--- config.mk ---
export PLATFORM = sky130hd
export DESIGN_NAME = mips_control
export DESIGN_NICKNAME = d
export VERILOG_FILES = /design/src/hw/mips_control_pkg.sv /design/src/hw/main_decoder.sv /design/src/hw/alu_control_stage.sv /design/src/hw/mips_control.sv
export VERILOG_INCLUDE_DIRS = /design/src /design/src/hw
export SDC_FILE = /design/constraint.sdc
export NUM_CORES = 1
export LEC_CHECK = 0
export BUFFER_PORTS_ARGS = -buffer_cell sky130_fd_sc_hd__buf_2
export CAP_MARGIN = 20
export CORE_ASPECT_RATIO = 0.75
export CORE_MARGIN = 10
export CORE_UTILIZATION = 30
export CTS_BUF_LIST = sky130_fd_sc_hd__clkbuf_8 sky130_fd_sc_hd__clkbuf_16
export CTS_CLUSTER_DIAMETER = 80
export CTS_CLUSTER_SIZE = 10
export DETAILED_ROUTE_END_ITERATION = 10
export PLACE_DENSITY = 0.66
export SYNTH_ARGS = -nofsm -noshare
export SYNTH_HDL_FRONTEND = slang
export SYNTH_SLANG_ARGS = --single-unit
--- constraint.sdc ---
create_clock -name i_clock -period 2 [get_ports i_clock]
set_clock_uncertainty 0.1 [all_clocks]
set_input_delay 0.4 -clock i_clock [delete_from_list [all_inputs] [get_ports i_clock]]
set_output_delay 0.4 -clock i_clock [all_outputs]
set_load 0.02 [all_outputs]
--- src/hw/mips_control_macros.svh ---
`ifndef MIPS_CONTROL_MACROS_SVH
`define MIPS_CONTROL_MACROS_SVH

// Instruction fields
`define MC_INSTR_WIDTH     32
`define MC_OPCODE_WIDTH    6
`define MC_FUNCT_WIDTH     6
`define MC_REG_WIDTH       5
`define MC_SHAMT_WIDTH     5

// Control word fields
`define MC_ALU_OP_WIDTH    2
`define MC_ALU_CTRL_WIDTH  4
`define MC_MEM_SEL_WIDTH   3   // Sign bit plus two-bit size

`endif

--- src/hw/mips_control_pkg.sv ---
`include "mips_control_macros.svh"

package mips_control_pkg;

   ////////////////////////////////////////////////////////////////////////////
   // Instruction view
   ////////////////////////////////////////////////////////////////////////////

   typedef struct packed
   {
      logic [`MC_OPCODE_WIDTH-1:0] opcode;
      logic [`MC_REG_WIDTH-1:0]    rs;
      logic [`MC_REG_WIDTH-1:0]    rt;
      logic [`MC_REG_WIDTH-1:0]    rd;     // Low immediate bits outside R-type
      logic [`MC_SHAMT_WIDTH-1:0]  shamt;
      logic [`MC_FUNCT_WIDTH-1:0]  funct;
   } instr_t;

   typedef enum logic [`MC_OPCODE_WIDTH-1:0]
   {
      OP_SPECIAL = 6'd0,   // R-type, decoded by funct
      OP_J       = 6'd2,
      OP_JAL     = 6'd3,
      OP_BEQ     = 6'd4,
      OP_BNE     = 6'd5,
      OP_ADDI    = 6'd8,
      OP_SLTI    = 6'd10,
      OP_ANDI    = 6'd12,
      OP_ORI     = 6'd13,
      OP_XORI    = 6'd14,
      OP_LUI     = 6'd15,
      OP_LB      = 6'd32,
      OP_LH      = 6'd33,
      OP_LW      = 6'd35,
      OP_LBU     = 6'd36,
      OP_LHU     = 6'd37,
      OP_LWU     = 6'd39,
      OP_SB      = 6'd40,
      OP_SH      = 6'd41,
      OP_SW      = 6'd43
   } opcode_e;

   typedef enum logic [`MC_FUNCT_WIDTH-1:0]
   {
      F_SLL  = 6'd0,
      F_SRL  = 6'd2,
      F_SRA  = 6'd3,
      F_SLLV = 6'd4,
      F_SRLV = 6'd6,
      F_SRAV = 6'd7,
      F_JR   = 6'd8,
      F_JALR = 6'd9,
      F_ADDU = 6'd33,
      F_SUBU = 6'd35,
      F_AND  = 6'd36,
      F_OR   = 6'd37,
      F_XOR  = 6'd38,
      F_NOR  = 6'd39,
      F_SLT  = 6'd42
   } funct_e;

   ////////////////////////////////////////////////////////////////////////////
   // Control word
   ////////////////////////////////////////////////////////////////////////////

   typedef enum logic [`MC_ALU_OP_WIDTH-1:0]
   {
      ALU_OP_MEM    = 2'd0,   // Also LUI and unknown codes
      ALU_OP_BRANCH = 2'd1,
      ALU_OP_ARITH  = 2'd2
   } alu_op_e;

   typedef enum logic [`MC_ALU_CTRL_WIDTH-1:0]
   {
      ALU_CTRL_AND  = 4'd0,
      ALU_CTRL_OR   = 4'd1,
      ALU_CTRL_ADD  = 4'd2,
      ALU_CTRL_SUB  = 4'd6,
      ALU_CTRL_SLT  = 4'd7,
      ALU_CTRL_LUI  = 4'd8,
      ALU_CTRL_XOR  = 4'd9,
      ALU_CTRL_NOR  = 4'd10,
      ALU_CTRL_SLL  = 4'd11,
      ALU_CTRL_SRL  = 4'd12,
      ALU_CTRL_SRA  = 4'd13,
      ALU_CTRL_JUMP = 4'd14
   } alu_ctrl_e;

   typedef enum logic [`MC_MEM_SEL_WIDTH-2:0]
   {
      MEM_SIZE_NONE = 2'd0,
      MEM_SIZE_BYTE = 2'd1,
      MEM_SIZE_HALF = 2'd2,
      MEM_SIZE_WORD = 2'd3
   } mem_size_e;

   typedef struct packed
   {
      logic      is_signed;   // Sign-extend loaded data
      mem_size_e size;
   } mem_sel_t;

   typedef struct packed
   {
      logic     reg_dst;
      logic     reg_write;
      logic     alu_src;
      logic     mem_read;
      logic     mem_write;
      logic     mem_to_reg;
      mem_sel_t mem_sel;
   } main_ctrl_t;

   typedef struct packed
   {
      main_ctrl_t main;
      alu_op_e    alu_op;
      alu_ctrl_e  alu_ctrl;
   } ctrl_word_t;

endpackage

--- src/hw/main_decoder.sv ---
`timescale 1ns/1ps

module main_decoder
(
   input  mips_control_pkg::instr_t     i_instruction,
   output mips_control_pkg::main_ctrl_t o_main_ctrl,
   output mips_control_pkg::alu_op_e    o_alu_op
);

   mips_control_pkg::main_ctrl_t main_ctrl;
   mips_control_pkg::alu_op_e    alu_op;
   mips_control_pkg::mem_sel_t   mem_sel;

   /////////////////////////////////////////////////////////////////////////////
   // Memory access select, only loads and stores carry a size
   /////////////////////////////////////////////////////////////////////////////

   always_comb
   begin
      mem_sel.is_signed = 1'b0;
      mem_sel.size      = mips_control_pkg::MEM_SIZE_NONE;
      case (i_instruction.opcode)
         mips_control_pkg::OP_LB:
         begin
            mem_sel.is_signed = 1'b1;
            mem_sel.size      = mips_control_pkg::MEM_SIZE_BYTE;
         end
         mips_control_pkg::OP_LH:
         begin
            mem_sel.is_signed = 1'b1;
            mem_sel.size      = mips_control_pkg::MEM_SIZE_HALF;
         end
         mips_control_pkg::OP_LW:
         begin
            mem_sel.is_signed = 1'b1;
            mem_sel.size      = mips_control_pkg::MEM_SIZE_WORD;
         end
         mips_control_pkg::OP_LBU, mips_control_pkg::OP_SB:
         begin
            mem_sel.size = mips_control_pkg::MEM_SIZE_BYTE;
         end
         mips_control_pkg::OP_LHU, mips_control_pkg::OP_SH:
         begin
            mem_sel.size = mips_control_pkg::MEM_SIZE_HALF;
         end
         mips_control_pkg::OP_LWU, mips_control_pkg::OP_SW:
         begin
            mem_sel.size = mips_control_pkg::MEM_SIZE_WORD;
         end
         default:
         begin
            mem_sel.size = mips_control_pkg::MEM_SIZE_NONE;
         end
      endcase
   end

   /////////////////////////////////////////////////////////////////////////////
   // Main controls and operation class
   /////////////////////////////////////////////////////////////////////////////

   always_comb
   begin
      main_ctrl         = '0;
      alu_op            = mips_control_pkg::ALU_OP_MEM;   // Unknown codes stay here
      main_ctrl.mem_sel = mem_sel;
      if (i_instruction.opcode == mips_control_pkg::OP_SPECIAL)
      begin
         case (i_instruction.funct)
            mips_control_pkg::F_SLL, mips_control_pkg::F_SRL, mips_control_pkg::F_SRA:
            begin
               main_ctrl.reg_dst   = 1'b1;
               main_ctrl.reg_write = 1'b1;
               main_ctrl.alu_src   = 1'b1;                // Shift amount from shamt
               alu_op              = mips_control_pkg::ALU_OP_ARITH;
            end
            mips_control_pkg::F_SLLV, mips_control_pkg::F_SRLV, mips_control_pkg::F_SRAV,
            mips_control_pkg::F_ADDU, mips_control_pkg::F_SUBU, mips_control_pkg::F_AND,
            mips_control_pkg::F_OR, mips_control_pkg::F_XOR, mips_control_pkg::F_NOR,
            mips_control_pkg::F_SLT:
            begin
               main_ctrl.reg_dst   = 1'b1;
               main_ctrl.reg_write = 1'b1;
               alu_op              = mips_control_pkg::ALU_OP_ARITH;
            end
            mips_control_pkg::F_JALR:
            begin
               main_ctrl.reg_dst   = 1'b1;
               main_ctrl.reg_write = 1'b1;                // Link into rd
               alu_op              = mips_control_pkg::ALU_OP_BRANCH;
            end
            mips_control_pkg::F_JR:
            begin
               alu_op = mips_control_pkg::ALU_OP_BRANCH;
            end
            default:
            begin
               alu_op = mips_control_pkg::ALU_OP_MEM;
            end
         endcase
      end
      else
      begin
         case (i_instruction.opcode)
            mips_control_pkg::OP_LB, mips_control_pkg::OP_LH, mips_control_pkg::OP_LW,
            mips_control_pkg::OP_LBU, mips_control_pkg::OP_LHU, mips_control_pkg::OP_LWU:
            begin
               main_ctrl.reg_write  = 1'b1;
               main_ctrl.alu_src    = 1'b1;
               main_ctrl.mem_read   = 1'b1;
               main_ctrl.mem_to_reg = 1'b1;
            end
            mips_control_pkg::OP_SB, mips_control_pkg::OP_SH, mips_control_pkg::OP_SW:
            begin
               main_ctrl.alu_src   = 1'b1;
               main_ctrl.mem_write = 1'b1;
            end
            mips_control_pkg::OP_ADDI, mips_control_pkg::OP_ANDI, mips_control_pkg::OP_ORI,
            mips_control_pkg::OP_XORI, mips_control_pkg::OP_SLTI:
            begin
               main_ctrl.reg_write = 1'b1;
               main_ctrl.alu_src   = 1'b1;
               alu_op              = mips_control_pkg::ALU_OP_ARITH;
            end
            mips_control_pkg::OP_LUI:
            begin
               main_ctrl.reg_write = 1'b1;
               main_ctrl.alu_src   = 1'b1;                // Class stays MEM
            end
            mips_control_pkg::OP_BEQ, mips_control_pkg::OP_BNE:
            begin
               main_ctrl.alu_src = 1'b1;
               alu_op            = mips_control_pkg::ALU_OP_BRANCH;
            end
            mips_control_pkg::OP_JAL:
            begin
               main_ctrl.reg_write = 1'b1;                // Return address to r31
               alu_op              = mips_control_pkg::ALU_OP_BRANCH;
            end
            mips_control_pkg::OP_J:
            begin
               alu_op = mips_control_pkg::ALU_OP_BRANCH;
            end
            default:
            begin
               alu_op = mips_control_pkg::ALU_OP_MEM;
            end
         endcase
      end
   end

   assign o_main_ctrl = main_ctrl;
   assign o_alu_op    = alu_op;

endmodule

--- src/hw/alu_control_stage.sv ---
`timescale 1ns/1ps

module alu_control_stage
(
   input  logic                         i_clock,
   input  logic                         i_soft_reset,
   input  logic                         i_enable,
   input  mips_control_pkg::instr_t     i_instruction,
   input  mips_control_pkg::main_ctrl_t i_main_ctrl,
   input  mips_control_pkg::alu_op_e    i_alu_op,
   output mips_control_pkg::ctrl_word_t o_ctrl
);

   mips_control_pkg::alu_ctrl_e  alu_ctrl_next;
   mips_control_pkg::ctrl_word_t ctrl_next;
   mips_control_pkg::ctrl_word_t ctrl_q;

   /////////////////////////////////////////////////////////////////////////////
   // ALU control code from the same instruction as the class
   /////////////////////////////////////////////////////////////////////////////

   always_comb
   begin
      alu_ctrl_next = mips_control_pkg::ALU_CTRL_ADD;
      case (i_alu_op)
         mips_control_pkg::ALU_OP_MEM:
         begin
            if (i_instruction.opcode == mips_control_pkg::OP_LUI)
            begin
               alu_ctrl_next = mips_control_pkg::ALU_CTRL_LUI;
            end
            else
            begin
               alu_ctrl_next = mips_control_pkg::ALU_CTRL_ADD;   // Address calculation
            end
         end
         mips_control_pkg::ALU_OP_BRANCH:
         begin
            alu_ctrl_next = mips_control_pkg::ALU_CTRL_JUMP;
         end
         mips_control_pkg::ALU_OP_ARITH:
         begin
            if (i_instruction.opcode == mips_control_pkg::OP_SPECIAL)
            begin
               case (i_instruction.funct)
                  mips_control_pkg::F_SLL, mips_control_pkg::F_SLLV:
                     alu_ctrl_next = mips_control_pkg::ALU_CTRL_SLL;
                  mips_control_pkg::F_SRL, mips_control_pkg::F_SRLV:
                     alu_ctrl_next = mips_control_pkg::ALU_CTRL_SRL;
                  mips_control_pkg::F_SRA, mips_control_pkg::F_SRAV:
                     alu_ctrl_next = mips_control_pkg::ALU_CTRL_SRA;
                  mips_control_pkg::F_ADDU:
                     alu_ctrl_next = mips_control_pkg::ALU_CTRL_ADD;
                  mips_control_pkg::F_SUBU:
                     alu_ctrl_next = mips_control_pkg::ALU_CTRL_SUB;
                  mips_control_pkg::F_AND:
                     alu_ctrl_next = mips_control_pkg::ALU_CTRL_AND;
                  mips_control_pkg::F_OR:
                     alu_ctrl_next = mips_control_pkg::ALU_CTRL_OR;
                  mips_control_pkg::F_XOR:
                     alu_ctrl_next = mips_control_pkg::ALU_CTRL_XOR;
                  mips_control_pkg::F_NOR:
                     alu_ctrl_next = mips_control_pkg::ALU_CTRL_NOR;
                  mips_control_pkg::F_SLT:
                     alu_ctrl_next = mips_control_pkg::ALU_CTRL_SLT;
                  default:
                     alu_ctrl_next = mips_control_pkg::ALU_CTRL_ADD;
               endcase
            end
            else
            begin
               case (i_instruction.opcode)                          // Immediate forms
                  mips_control_pkg::OP_ADDI:
                     alu_ctrl_next = mips_control_pkg::ALU_CTRL_ADD;
                  mips_control_pkg::OP_ANDI:
                     alu_ctrl_next = mips_control_pkg::ALU_CTRL_AND;
                  mips_control_pkg::OP_ORI:
                     alu_ctrl_next = mips_control_pkg::ALU_CTRL_OR;
                  mips_control_pkg::OP_XORI:
                     alu_ctrl_next = mips_control_pkg::ALU_CTRL_XOR;
                  mips_control_pkg::OP_SLTI:
                     alu_ctrl_next = mips_control_pkg::ALU_CTRL_SLT;
                  default:
                     alu_ctrl_next = mips_control_pkg::ALU_CTRL_ADD;
               endcase
            end
         end
         default:
         begin
            alu_ctrl_next = mips_control_pkg::ALU_CTRL_ADD;
         end
      endcase
   end

   always_comb
   begin
      ctrl_next.main     = i_main_ctrl;
      ctrl_next.alu_op   = i_alu_op;
      ctrl_next.alu_ctrl = alu_ctrl_next;
   end

   /////////////////////////////////////////////////////////////////////////////
   // Control word register
   /////////////////////////////////////////////////////////////////////////////

   always_ff @(posedge i_clock)
   begin
      if (!i_soft_reset)
      begin
         ctrl_q <= '0;                                              // All controls inactive
      end
      else if (i_enable)
      begin
         ctrl_q <= ctrl_next;
      end
   end

   assign o_ctrl = ctrl_q;

   // Decoder never asks for a read and a write together
   a_no_read_and_write : assert property (@(posedge i_clock) disable iff (!i_soft_reset)
      !(o_ctrl.main.mem_read && o_ctrl.main.mem_write));

   a_to_reg_needs_read : assert property (@(posedge i_clock) disable iff (!i_soft_reset)
      o_ctrl.main.mem_to_reg |-> o_ctrl.main.mem_read);

   a_hold_on_stall : assert property (@(posedge i_clock) disable iff (!i_soft_reset)
      !i_enable |=> $stable(o_ctrl));

endmodule

--- src/hw/mips_control.sv ---
`timescale 1ns/1ps

module mips_control
(
   input  logic                         i_clock,
   input  logic                         i_soft_reset,
   input  logic                         i_enable,
   input  mips_control_pkg::instr_t     i_instruction,
   output mips_control_pkg::ctrl_word_t o_ctrl
);

   mips_control_pkg::main_ctrl_t main_ctrl;   // Decoded this cycle
   mips_control_pkg::alu_op_e    alu_op;

   main_decoder main_decoder_inst
   (
      .i_instruction (i_instruction),
      .o_main_ctrl   (main_ctrl),
      .o_alu_op      (alu_op)
   );

   alu_control_stage alu_control_stage_inst
   (
      .i_clock       (i_clock),
      .i_soft_reset  (i_soft_reset),
      .i_enable      (i_enable),
      .i_instruction (i_instruction),
      .i_main_ctrl   (main_ctrl),
      .i_alu_op      (alu_op),
      .o_ctrl        (o_ctrl)
   );

endmodule

* Word-level counts from Yosys, hierarchy flattened *
Memories as Yosys holds them, arrays and structs flattened.
Cells that the tools add are included.

cells by class
  mux-type cells = 18
  equal/unequal tests = 35
  reductions and logical operators = 17

operator list
  kind                                                                    number
  6-bit equality test (second input constant)                             16
  6-bit by 4-bit equality test with 1-bit output (second input constant)  8
  6-bit by 3-bit equality test with 1-bit output (second input constant)  5
  13-bit OR reduction                                                     2
  6-bit by 2-bit equality test with 1-bit output (second input constant)  4
  3-bit OR reduction                                                      6
  17-bit OR reduction                                                     1
  4-bit case mux with 4 select lines                                      1
  14-bit OR reduction                                                     1
  6-bit zero test                                                         2
  4-bit case mux with 3 select lines                                      1
  4-bit 2-to-1 mux                                                        2
  2-bit case mux with 2 select lines                                      2
  1-bit 2-to-1 mux                                                        7
  2-bit 2-to-1 mux                                                        3
  2-bit case mux with 3 select lines                                      1
  6-bit OR reduction                                                      1
  5-bit OR reduction                                                      1
  4-bit OR reduction                                                      1
  3-bit 2-to-1 mux                                                        1
  2-bit by 1-bit equality test with 1-bit output (second input constant)  1
  2-bit equality test (second input constant)                             1
  2-bit zero test                                                         1
  2-bit OR reduction                                                      1

storage, ports and cells
  bits in registers = 15
  memories = 1
  memory bits (read-only) = 256
  output and inout port bits = 15

memory list
  name              words  bits a word  rd ports  clocked after memory_dff  wr ports  RTL line                 text
  (name not given)  64     4            1         0                         0         alu_control_stage.sv:45  case (i_instruction.funct)

* Depth between registers and ports, before layout *
Gate-level depths: netlist of run 1.

  depth after elaboration = 6
  gate-level depth with buffers = 7
  mapped depth without buffers = 7

* By module *
Synthesis of run 1 repeated with hierarchy kept, for this count alone.

second synthesis, totals
  cells, all modules = 143
  area total of the unflattened synthesis = 1173.6 sq um

by module, submodules not included
  module             times used  cells each  area each (sq um)
  alu_control_stage  1           96          874.6
  main_decoder       1           47          299.0

* Worst setup path after synthesis of run 1 *
No wires, ideal clock.

  kind = input-to-reg
  start point = in i_instruction[0] in the netlist's numbering
  end point = reg alu_control_stage_inst.ctrl_q, in the netlist alu_control_stage_inst.o_ctrl[1]
  slack = 0.067 ns
  cell stages on the path = 7
  arrival = 1.710 ns
  setup time = 0.123 ns
  cell sequence = inv_1 -> ha_1 -> or2_2 -> a2111oi_4 -> o31ai_4 -> nor3_2 -> a21oi_2

on the way
  longest elaborated chain between the ends = 6

ends and longest elaborated chain
  element                                                                 RTL line                  text
  from (decl)                                                             mips_control.sv:8         input mips_control_pkg::instr_t i_instruction,
  6-bit by 2-bit equality test with 1-bit output (tied with other cells)  main_decoder.sv:68        case (i_instruction.funct)
  13-bit OR reduction (no line) or 2-bit OR reduction (tied branches)     --
  2-bit case mux with 2 select lines                                      main_decoder.sv:68
  2-bit 2-to-1 mux                                                        main_decoder.sv:66        if (i_instruction.opcode == mips_control_pkg::OP_SPECIAL)
  2-bit equality test (tied with other cells)                             alu_control_stage.sv:25   case (i_alu_op)
  4-bit case mux with 3 select lines (*)                                  alu_control_stage.sv:25
  to (signal assigned)                                                    alu_control_stage.sv:114  ctrl_q <= ctrl_next;
  to (decl)                                                               alu_control_stage.sv:16   mips_control_pkg::ctrl_word_t ctrl_q;

Every way passes the cells marked *; elsewhere a longest branch is shown, timed or not.
A chain may end at the register's enable or synchronous reset.

* Worst setup path in the final report of run 1 *
  start point = in i_instruction[1] in the netlist's numbering
  end point = reg alu_control_stage_inst.ctrl_q, in the netlist alu_control_stage_inst.o_ctrl[1]

The elaborated chain is that of the path after synthesis.

==> results of run 1 <==
worst min-delay path by stage:
stage / startpoint / slack, ns / endpoint
after floorplan: i_soft_reset / 0.43 / alu_control_stage_inst.o_ctrl[0]
after global placement: alu_control_stage_inst.o_ctrl[6] / 0.35 / alu_control_stage_inst.o_ctrl[6]
after detailed placement: alu_control_stage_inst.o_ctrl[6] / 0.36 / alu_control_stage_inst.o_ctrl[6]
final: alu_control_stage_inst.o_ctrl[6] / 0.37 / alu_control_stage_inst.o_ctrl[6]
after CTS: alu_control_stage_inst.o_ctrl[6] / 0.37 / alu_control_stage_inst.o_ctrl[6]
after global routing: alu_control_stage_inst.o_ctrl[4] / 0.41 / alu_control_stage_inst.o_ctrl[4]
cell families after synthesis:
group                      share of synthesized area (%)
AOI/OAI and AO/OA                                   30.5
xor gates and xnor gates                           0.714
adders and majority gates                           5.10
buffers and inverters                               8.47
DFF                                                 22.9
muxes                                               1.22
and+or+nand+nor                                     31.1
layout make-up:
type	count	area share [%]
multi-input cells	112	56.8
flip-flops and latches	14	18.3
repair buffers	43	16.3
well taps	55	4.49
clock buffers	3	2.69
inverters	6	1.47
cell usage after synthesis, drive strengths merged, types with 3 or more instances:
cell type / number
or2: 3
a32o: 3
buf: 10
o21ai: 5
nand2: 9
inv: 6
nor4: 3
o31ai: 3
nand4b: 3
nor2b: 8
nor3: 4
nand3: 6
nor2: 8
a21oi: 8
and2: 3
a21boi: 3
dfxtp: 14
ha: 5
nand3b: 3
nand2b: 4
power breakdown:
group	switching, mW	internal (mW)
logic	0.123	0.0878
registers	0.00436	0.288
clock network	0.0909	0.133
worst max-delay path, cell delays in order:
cell       delay [ns]
buf_2            0.11
inv_1            0.07
ha_1             0.23
or2_2            0.31
a2111oi_4        0.40
o31ai_4          0.13
nor3_2           0.20
a21oi_2          0.07
timing repair:
action	in CTS	in global routing
hold endpoints to repair	0	0
setup endpoints to repair	0	3
resized for setup	0	4
metrics by stage:
stage | power (mW) | utilization (%) | instances | instance area [um2] | hold slack [ns]
3_5_place_dp | 0.502 | 36.6 | 230 | 1460 | 0.357
2_1_floorplan | 0.434 | - | 144 | 1230 | 0.426
6_report | 0.727 | 38.3 | 233 | 1530 | 0.374
3_3_place_gp | 0.501 | 36.6 | 230 | 1460 | 0.354
5_1_grt | 0.766 | 38.3 | 233 | 1530 | 0.413
4_1_cts | 0.730 | 37.6 | 233 | 1510 | 0.370
per-layer routing:
| metal | vias up | track usage (%) | wire (um) |
|---|---|---|---|
| met5 | - | 0 | 0 |
| met4 | 0 | 0 | 0 |
| met3 | 0 | 4.04 | 322 |
| met2 | 45 | 12.7 | 1380 |
| met1 | 570 | 12.6 | 1560 |
| li1 | 600 | - | - |
placed cells by master, fill, tap and decap left out, types with 2 or more instances in the layout:
cell type	instances
a2111oi_4	2
nand4b_1	3
nor3b_1	2
clkbuf_8	3
o2bb2ai_1	2
and3_1	2
a22oi_1	2
nor2_1	8
nor4_1	2
buf_2	29
nor2b_1	8
o21a_1	2
ha_2	2
o211a_1	2
o31a_1	2
inv_1	6
or2_2	3
a21oi_1	7
a32o_1	3
ha_1	3
nor3_1	3
and2_1	3
nand3b_1	3
nand2b_1	4
o31ai_1	2
buf_4	14
nand2_1	9
dfxtp_1	14
nand3_1	6
a21boi_0	3
o21ai_0	4
a21o_1	2
==> results.tsv, run 1 <==
metric	value	unit
worst skew pair latency	0.24	ns
CTS H-tree depth	1	
RSZ-0062 raised after global routing	false	
Arr. time, crit path	1.93	ns
CTS tree	built	
post-synth top area share	22.9	%
endpoints failing hold	0	
Reg area	280	um2
routed vias/inst	5.21	
status	finished, final reports clean	
Syn Area/Cell	8.52	um2
Worst-Margin Slew	0.342	ns
post-synthesis sequential area ratio	22.9	%
CP required	2.03	ns
vias	1215	
reg-to-reg endpoint	alu_control_stage_inst.o_ctrl[2]	
Distinct cells, synth	53	
I/O pin count	50	
# rows	20	
Clk Tree Root Cell	clkbuf_8	
synthesized area	0.00123	mm2
vias in the first global route	1109	
Yosys warnings	0	
Post-DRT Antenna Nets	0	
dominant synthesized flop cell	dfxtp_1	
Critical Path Fanout Max	5	
area of the multi-input gates	871	um2
Total GRT Usage	8.91	%
final setup violating endpoints	0	
Largest register FFs	14	
# nets final	220	
number of synthesized flops with an enable pin	0	
antenna violations before repair	0	
DP HPWL	2.61	mm
routability cong.	0.863	
leading post-synthesis cells by cell area	dfxtp_1 (23%), ha_1 (5.1%), nor2b_1 (4.1%)	
Area Overhead vs Synth	25.1	%
PwrDens	474	mW/mm2
synthesized net count	184	
Port-buffer cells	29	
share of layout cells above drive strength 1	35.4	%
DRC	0	
Worst setup EP type	flop	
ant diodes	0	
clock-pin slew on the worst setup and hold paths	0.06	ns
critical path type	in2reg	
post-synthesis register bit count	14	
fmax	0.525	GHz
Place WS	-0.195	ns
drt initial violations	104	
first-pass GRT wire length	5.26	mm
worst r2r src	alu_control_stage_inst.o_ctrl[2]	
FILL cells	438	
grt total ovfl	0	
clk buf depth	2	
min Tclk post-route	1.91	ns
CTS buffer count	3	
worst hold path class	reg2reg	
die area	0.00707	mm2
Pre-Repair DR Iteration Count	4	
largest net degree at the start of global routing	17	
Hold Crit Depth	2	
critical path launch point	i_instruction[1]	
Post-Synthesis Cells	144	
Setup Buffers After CTS	0	
Peak supply drop	0.000289	V
chip width	93.8	um
Die Ht	75.4	um
wire length per cell	14.0	um
WL final	3.26	mm
CP endpoint	alu_control_stage_inst.o_ctrl[1]	
cts hold-fix bufs	0	
Pleak	0.637	nW
CP Launch Type	input port	
final worst slack	0.0944	ns
Synth area leader	dfxtp_1	
setup TNS	0	ns
slew margin rel.	77.0	%
setup slack on the worst flop-to-flop path	0.92	ns
core box area	0.00400	mm2
clock sink count	14	
Max-Cap Viols	0	
Slew Viols, Final	0	
Final period util	95.3	%
initial cell density of the core	30.6	%
Worst R2R Path Depth	4	
asr flop ratio synth	0	%
Note: power is estimated with default switching activity, not from simulation.
==> run 2: changes to the inputs <==
--- a/config.mk
+++ b/config.mk
@@ -15,7 +15,8 @@
 export CTS_CLUSTER_DIAMETER = 80
 export CTS_CLUSTER_SIZE = 10
 export DETAILED_ROUTE_END_ITERATION = 10
-export PLACE_DENSITY = 0.66
+export PLACE_DENSITY = 0.67
 export SYNTH_ARGS = -nofsm -noshare
 export SYNTH_HDL_FRONTEND = slang
+export SYNTH_HIERARCHICAL = 1
 export SYNTH_SLANG_ARGS = --single-unit
==> run 2 against run 1 <==
  * The flow now finishes with violations (negative setup slack)
  * Sequential share of layout area decreased by 0.47 points
  * Setup slack got worse by 0.25 ns
  * Die area decreased by 3.3%
==> results.tsv, run 2 <==
metric	value	unit	change
status	finished, violations left		was finished, final reports clean
failing checks	negative setup slack		
# nets final	240		was 220
ant diodes	0		unchanged
area of the multi-input gates	862	um2	was 871 um2
CP Launch Type	input port		unchanged
Max-Cap Viols	0		unchanged
Yosys warnings	6		was 0
critical path launch point	i_instruction[0]		was i_instruction[1]
wire length per cell	13.7	um	was 14.0 um
asr flop ratio synth	0	%	unchanged
CTS tree	built		unchanged
die area	0.00684	mm2	was 0.00707 mm2
vias	1251		was 1215
worst r2r src	alu_control_stage_inst/o_ctrl[2]		was alu_control_stage_inst.o_ctrl[2]
min Tclk post-route	2.16	ns	was 1.91 ns
worst hold path class	reg2reg		unchanged
final worst slack	-0.157	ns	was 0.0944 ns
post-synth top area share	25.6	%	was 22.9%
Place WS	-0.455	ns	was -0.195 ns
Pre-Repair DR Iteration Count	5		was 4
CP required	2.10	ns	was 2.03 ns
most numerous cell in the Yosys netlist	nor2b_1		was dfxtp_1
core box area	0.00371	mm2	was 0.00400 mm2
antenna violations before repair	0		unchanged
Syn Area/Cell	8.21	um2	was 8.52 um2
Post-synth top cells	nor2b_1 (18), dfxtp_1 (15), mux2i_1 (12)		was dfxtp_1 (14), nand2_1 (9), nor2_1 (8), nor2b_1 (8), a21oi_1 (7)
post-synthesis register bit count	15		was 14
Worst-Margin Slew	0.385	ns	was 0.342 ns
Final period util	108	%	was 95.3%
Largest register FFs	15		was 14
Critical Path Fanout Max	5		unchanged
Post-Synthesis Cells	143		was 144
most frequent cells in the layout	buf_4 (32), buf_2 (28), nor2b_1 (18), dfxtp_1 (15), mux2i_1 (12)		was buf_2 (29), dfxtp_1 (14), buf_4 (14), nand2_1 (9)
# rows	19		was 20
post-synthesis sequential area ratio	25.6	%	was 22.9%
Area Overhead vs Synth	43.7	%	was 25.1%
Total GRT Usage	10.3	%	was 8.91%
DP HPWL	2.69	mm	was 2.61 mm
leading post-synthesis cells by cell area	dfxtp_1 (26%), mux2i_1 (10%), nor2b_1 (9.6%)		was dfxtp_1 (23%), ha_1 (5.1%), nor2b_1 (4.1%)
FILL cells	398		was 438
Slew Viols, Final	0		unchanged
Peak supply drop	0.000350	V	was 0.000289 V
chip width	92.2	um	was 93.8 um
fmax	0.464	GHz	was 0.525 GHz
vias in the first global route	1264		was 1109
Synth area leader	dfxtp_1		unchanged
final setup violating endpoints	3		was 0
Die Ht	74.2	um	was 75.4 um
HP Start	alu_control_stage_inst/o_ctrl[1]		was alu_control_stage_inst.o_ctrl[6]
Port-buffer cells	29		unchanged
worst skew pair latency	0.25	ns	was 0.24 ns
commonest non-fill, non-tap cell in the layout	buf_4		was buf_2
Arr. time, crit path	2.25	ns	was 1.93 ns
clock sink count	15		was 14
RSZ-0062 raised after global routing	true		was false
WL final	3.45	mm	was 3.26 mm
first-pass GRT wire length	5.79	mm	was 5.26 mm
cts hold-fix bufs	0		unchanged
endpoints failing hold	0		unchanged
synthesized net count	181		was 184
design area	0.00169	mm2	was 0.00153 mm2
Cell Area, Placed	0.00158	mm2	was 0.00146 mm2
CTS H-tree depth	1		unchanged
slew margin rel.	74.2	%	was 77.0%
clk buf depth	2		unchanged
Clk Tree Root Cell	clkbuf_8		unchanged
synthesized area	0.00117	mm2	was 0.00123 mm2
Reg area	300	um2	was 280 um2
share of layout cells above drive strength 1	37.8	%	was 35.4%
CTS buffer count	3		unchanged
dominant synthesized flop cell	dfxtp_1		unchanged
PwrDens	462	mW/mm2	was 474 mW/mm2
routed vias/inst	4.94		was 5.21
Post-DRT Antenna Nets	0		unchanged
routability cong.	0.854		was 0.863
clock-pin slew on the worst setup and hold paths	0.06	ns	about the same
critical path type	in2reg		unchanged
I/O pin count	50		unchanged
number of synthesized flops with an enable pin	0		unchanged
drt initial violations	80		was 104
Pleak	0.767	nW	was 0.637 nW
initial cell density of the core	31.6	%	was 30.6%
DRC	0		unchanged
grt total ovfl	0		unchanged
Worst setup EP type	flop		unchanged
largest net degree at the start of global routing	19		was 17
Distinct cells, synth	45		was 53
## run 2: cell count changes in the layout (fill, tap and decap cells not counted), sizes merged, moves of 4 or more
cell | before | now
a211oi | 0 | 4
buf | 43 | 61
mux2i | 0 | 12
nor2b | 8 | 18
nor3 | 4 | 8
## run 2: metrics by stage
step / std cells / power, mW / hold slack (ns) / setup TNS, ns / util [%]
2_1_floorplan: 143 / 0.430 / 0.428 / -1.20 / -
3_3_place_gp: 247 / 0.527 / 0.381 / -1.38 / 42.7
3_5_place_dp: 247 / 0.531 / 0.378 / -1.48 / 42.7
4_1_cts: 252 / 0.786 / 0.389 / -0.377 / 44.5
5_1_grt: 253 / 0.833 / 0.436 / -0.678 / 45.5
6_report: 253 / 0.779 / 0.389 / -0.280 / 45.5
## run 2: timing repair
action | 4_1_cts | 5_1_grt
setup buffers | 1 | 1
pin swaps | 6 | 5
gates resized for setup | 4 | 5
endpoints found under the setup margin | 3 | 4
## run 2: logic make-up after synthesis
| family | count (synthesis) | share of synthesized area (%) |
|---|---|---|
| AOI/OAI and AO/OA | 28 | 17.2 |
| adders and majority gates | 3 | 3.20 |
| muxes | 12 | 10.2 |
| and+or+nand+nor | 70 | 37.0 |
| buffers and inverters | 12 | 4.58 |
| xor gates and xnor gates | 3 | 2.24 |
| DFF | 15 | 25.6 |
## run 2: per-layer routing
metal  up-vias  GRT usage (%)  part of all wire, %
met2        39           16.3                   44
met1       573           12.9                   47
li1        634              -                    -
met4         0           3.07                 0.84
met5         -              0                    0
met3         5           3.92                  7.9
## run 2: area by class of cell
cell class / count / area share (%)
well taps: 52 / 3.86
multi-input cells: 116 / 51.1
clock buffers: 3 / 2.45
clock inverters: 1 / 0.223
flip-flops and latches: 15 / 17.8
inverters: 5 / 1.11
repair buffers: 61 / 23.4
## run 2: final timing paths
path | endpoint | slack [ns] | cells past startpoint
setup / recovery | alu_control_stage_inst/o_ctrl[2] | -0.16 | 9
hold / removal | alu_control_stage_inst/o_ctrl[1] | 0.39 | 2
setup reg to reg | alu_control_stage_inst/o_ctrl[2] | 1.05 | 4
hold reg to reg | alu_control_stage_inst/o_ctrl[1] | 0.39 | 2
## run 2: where the power goes
group | total (mW) | internal (mW) | switching (mW)
Sequential | 0.311 | 0.308 | 0.00382
Clock | 0.244 | 0.136 | 0.108
Combinational | 0.223 | 0.106 | 0.117
Total | 0.779 | 0.549 | 0.229
## run 2: critical path, stage by stage
cell	delay [ns]
buf_8	0.10
and4bb_1	0.26
o21a_1	0.13
o21bai_1	0.09
a211oi_2	0.20
or4b_4	0.53
nor4b_2	0.29
o21a_1	0.13
o31a_1	0.11
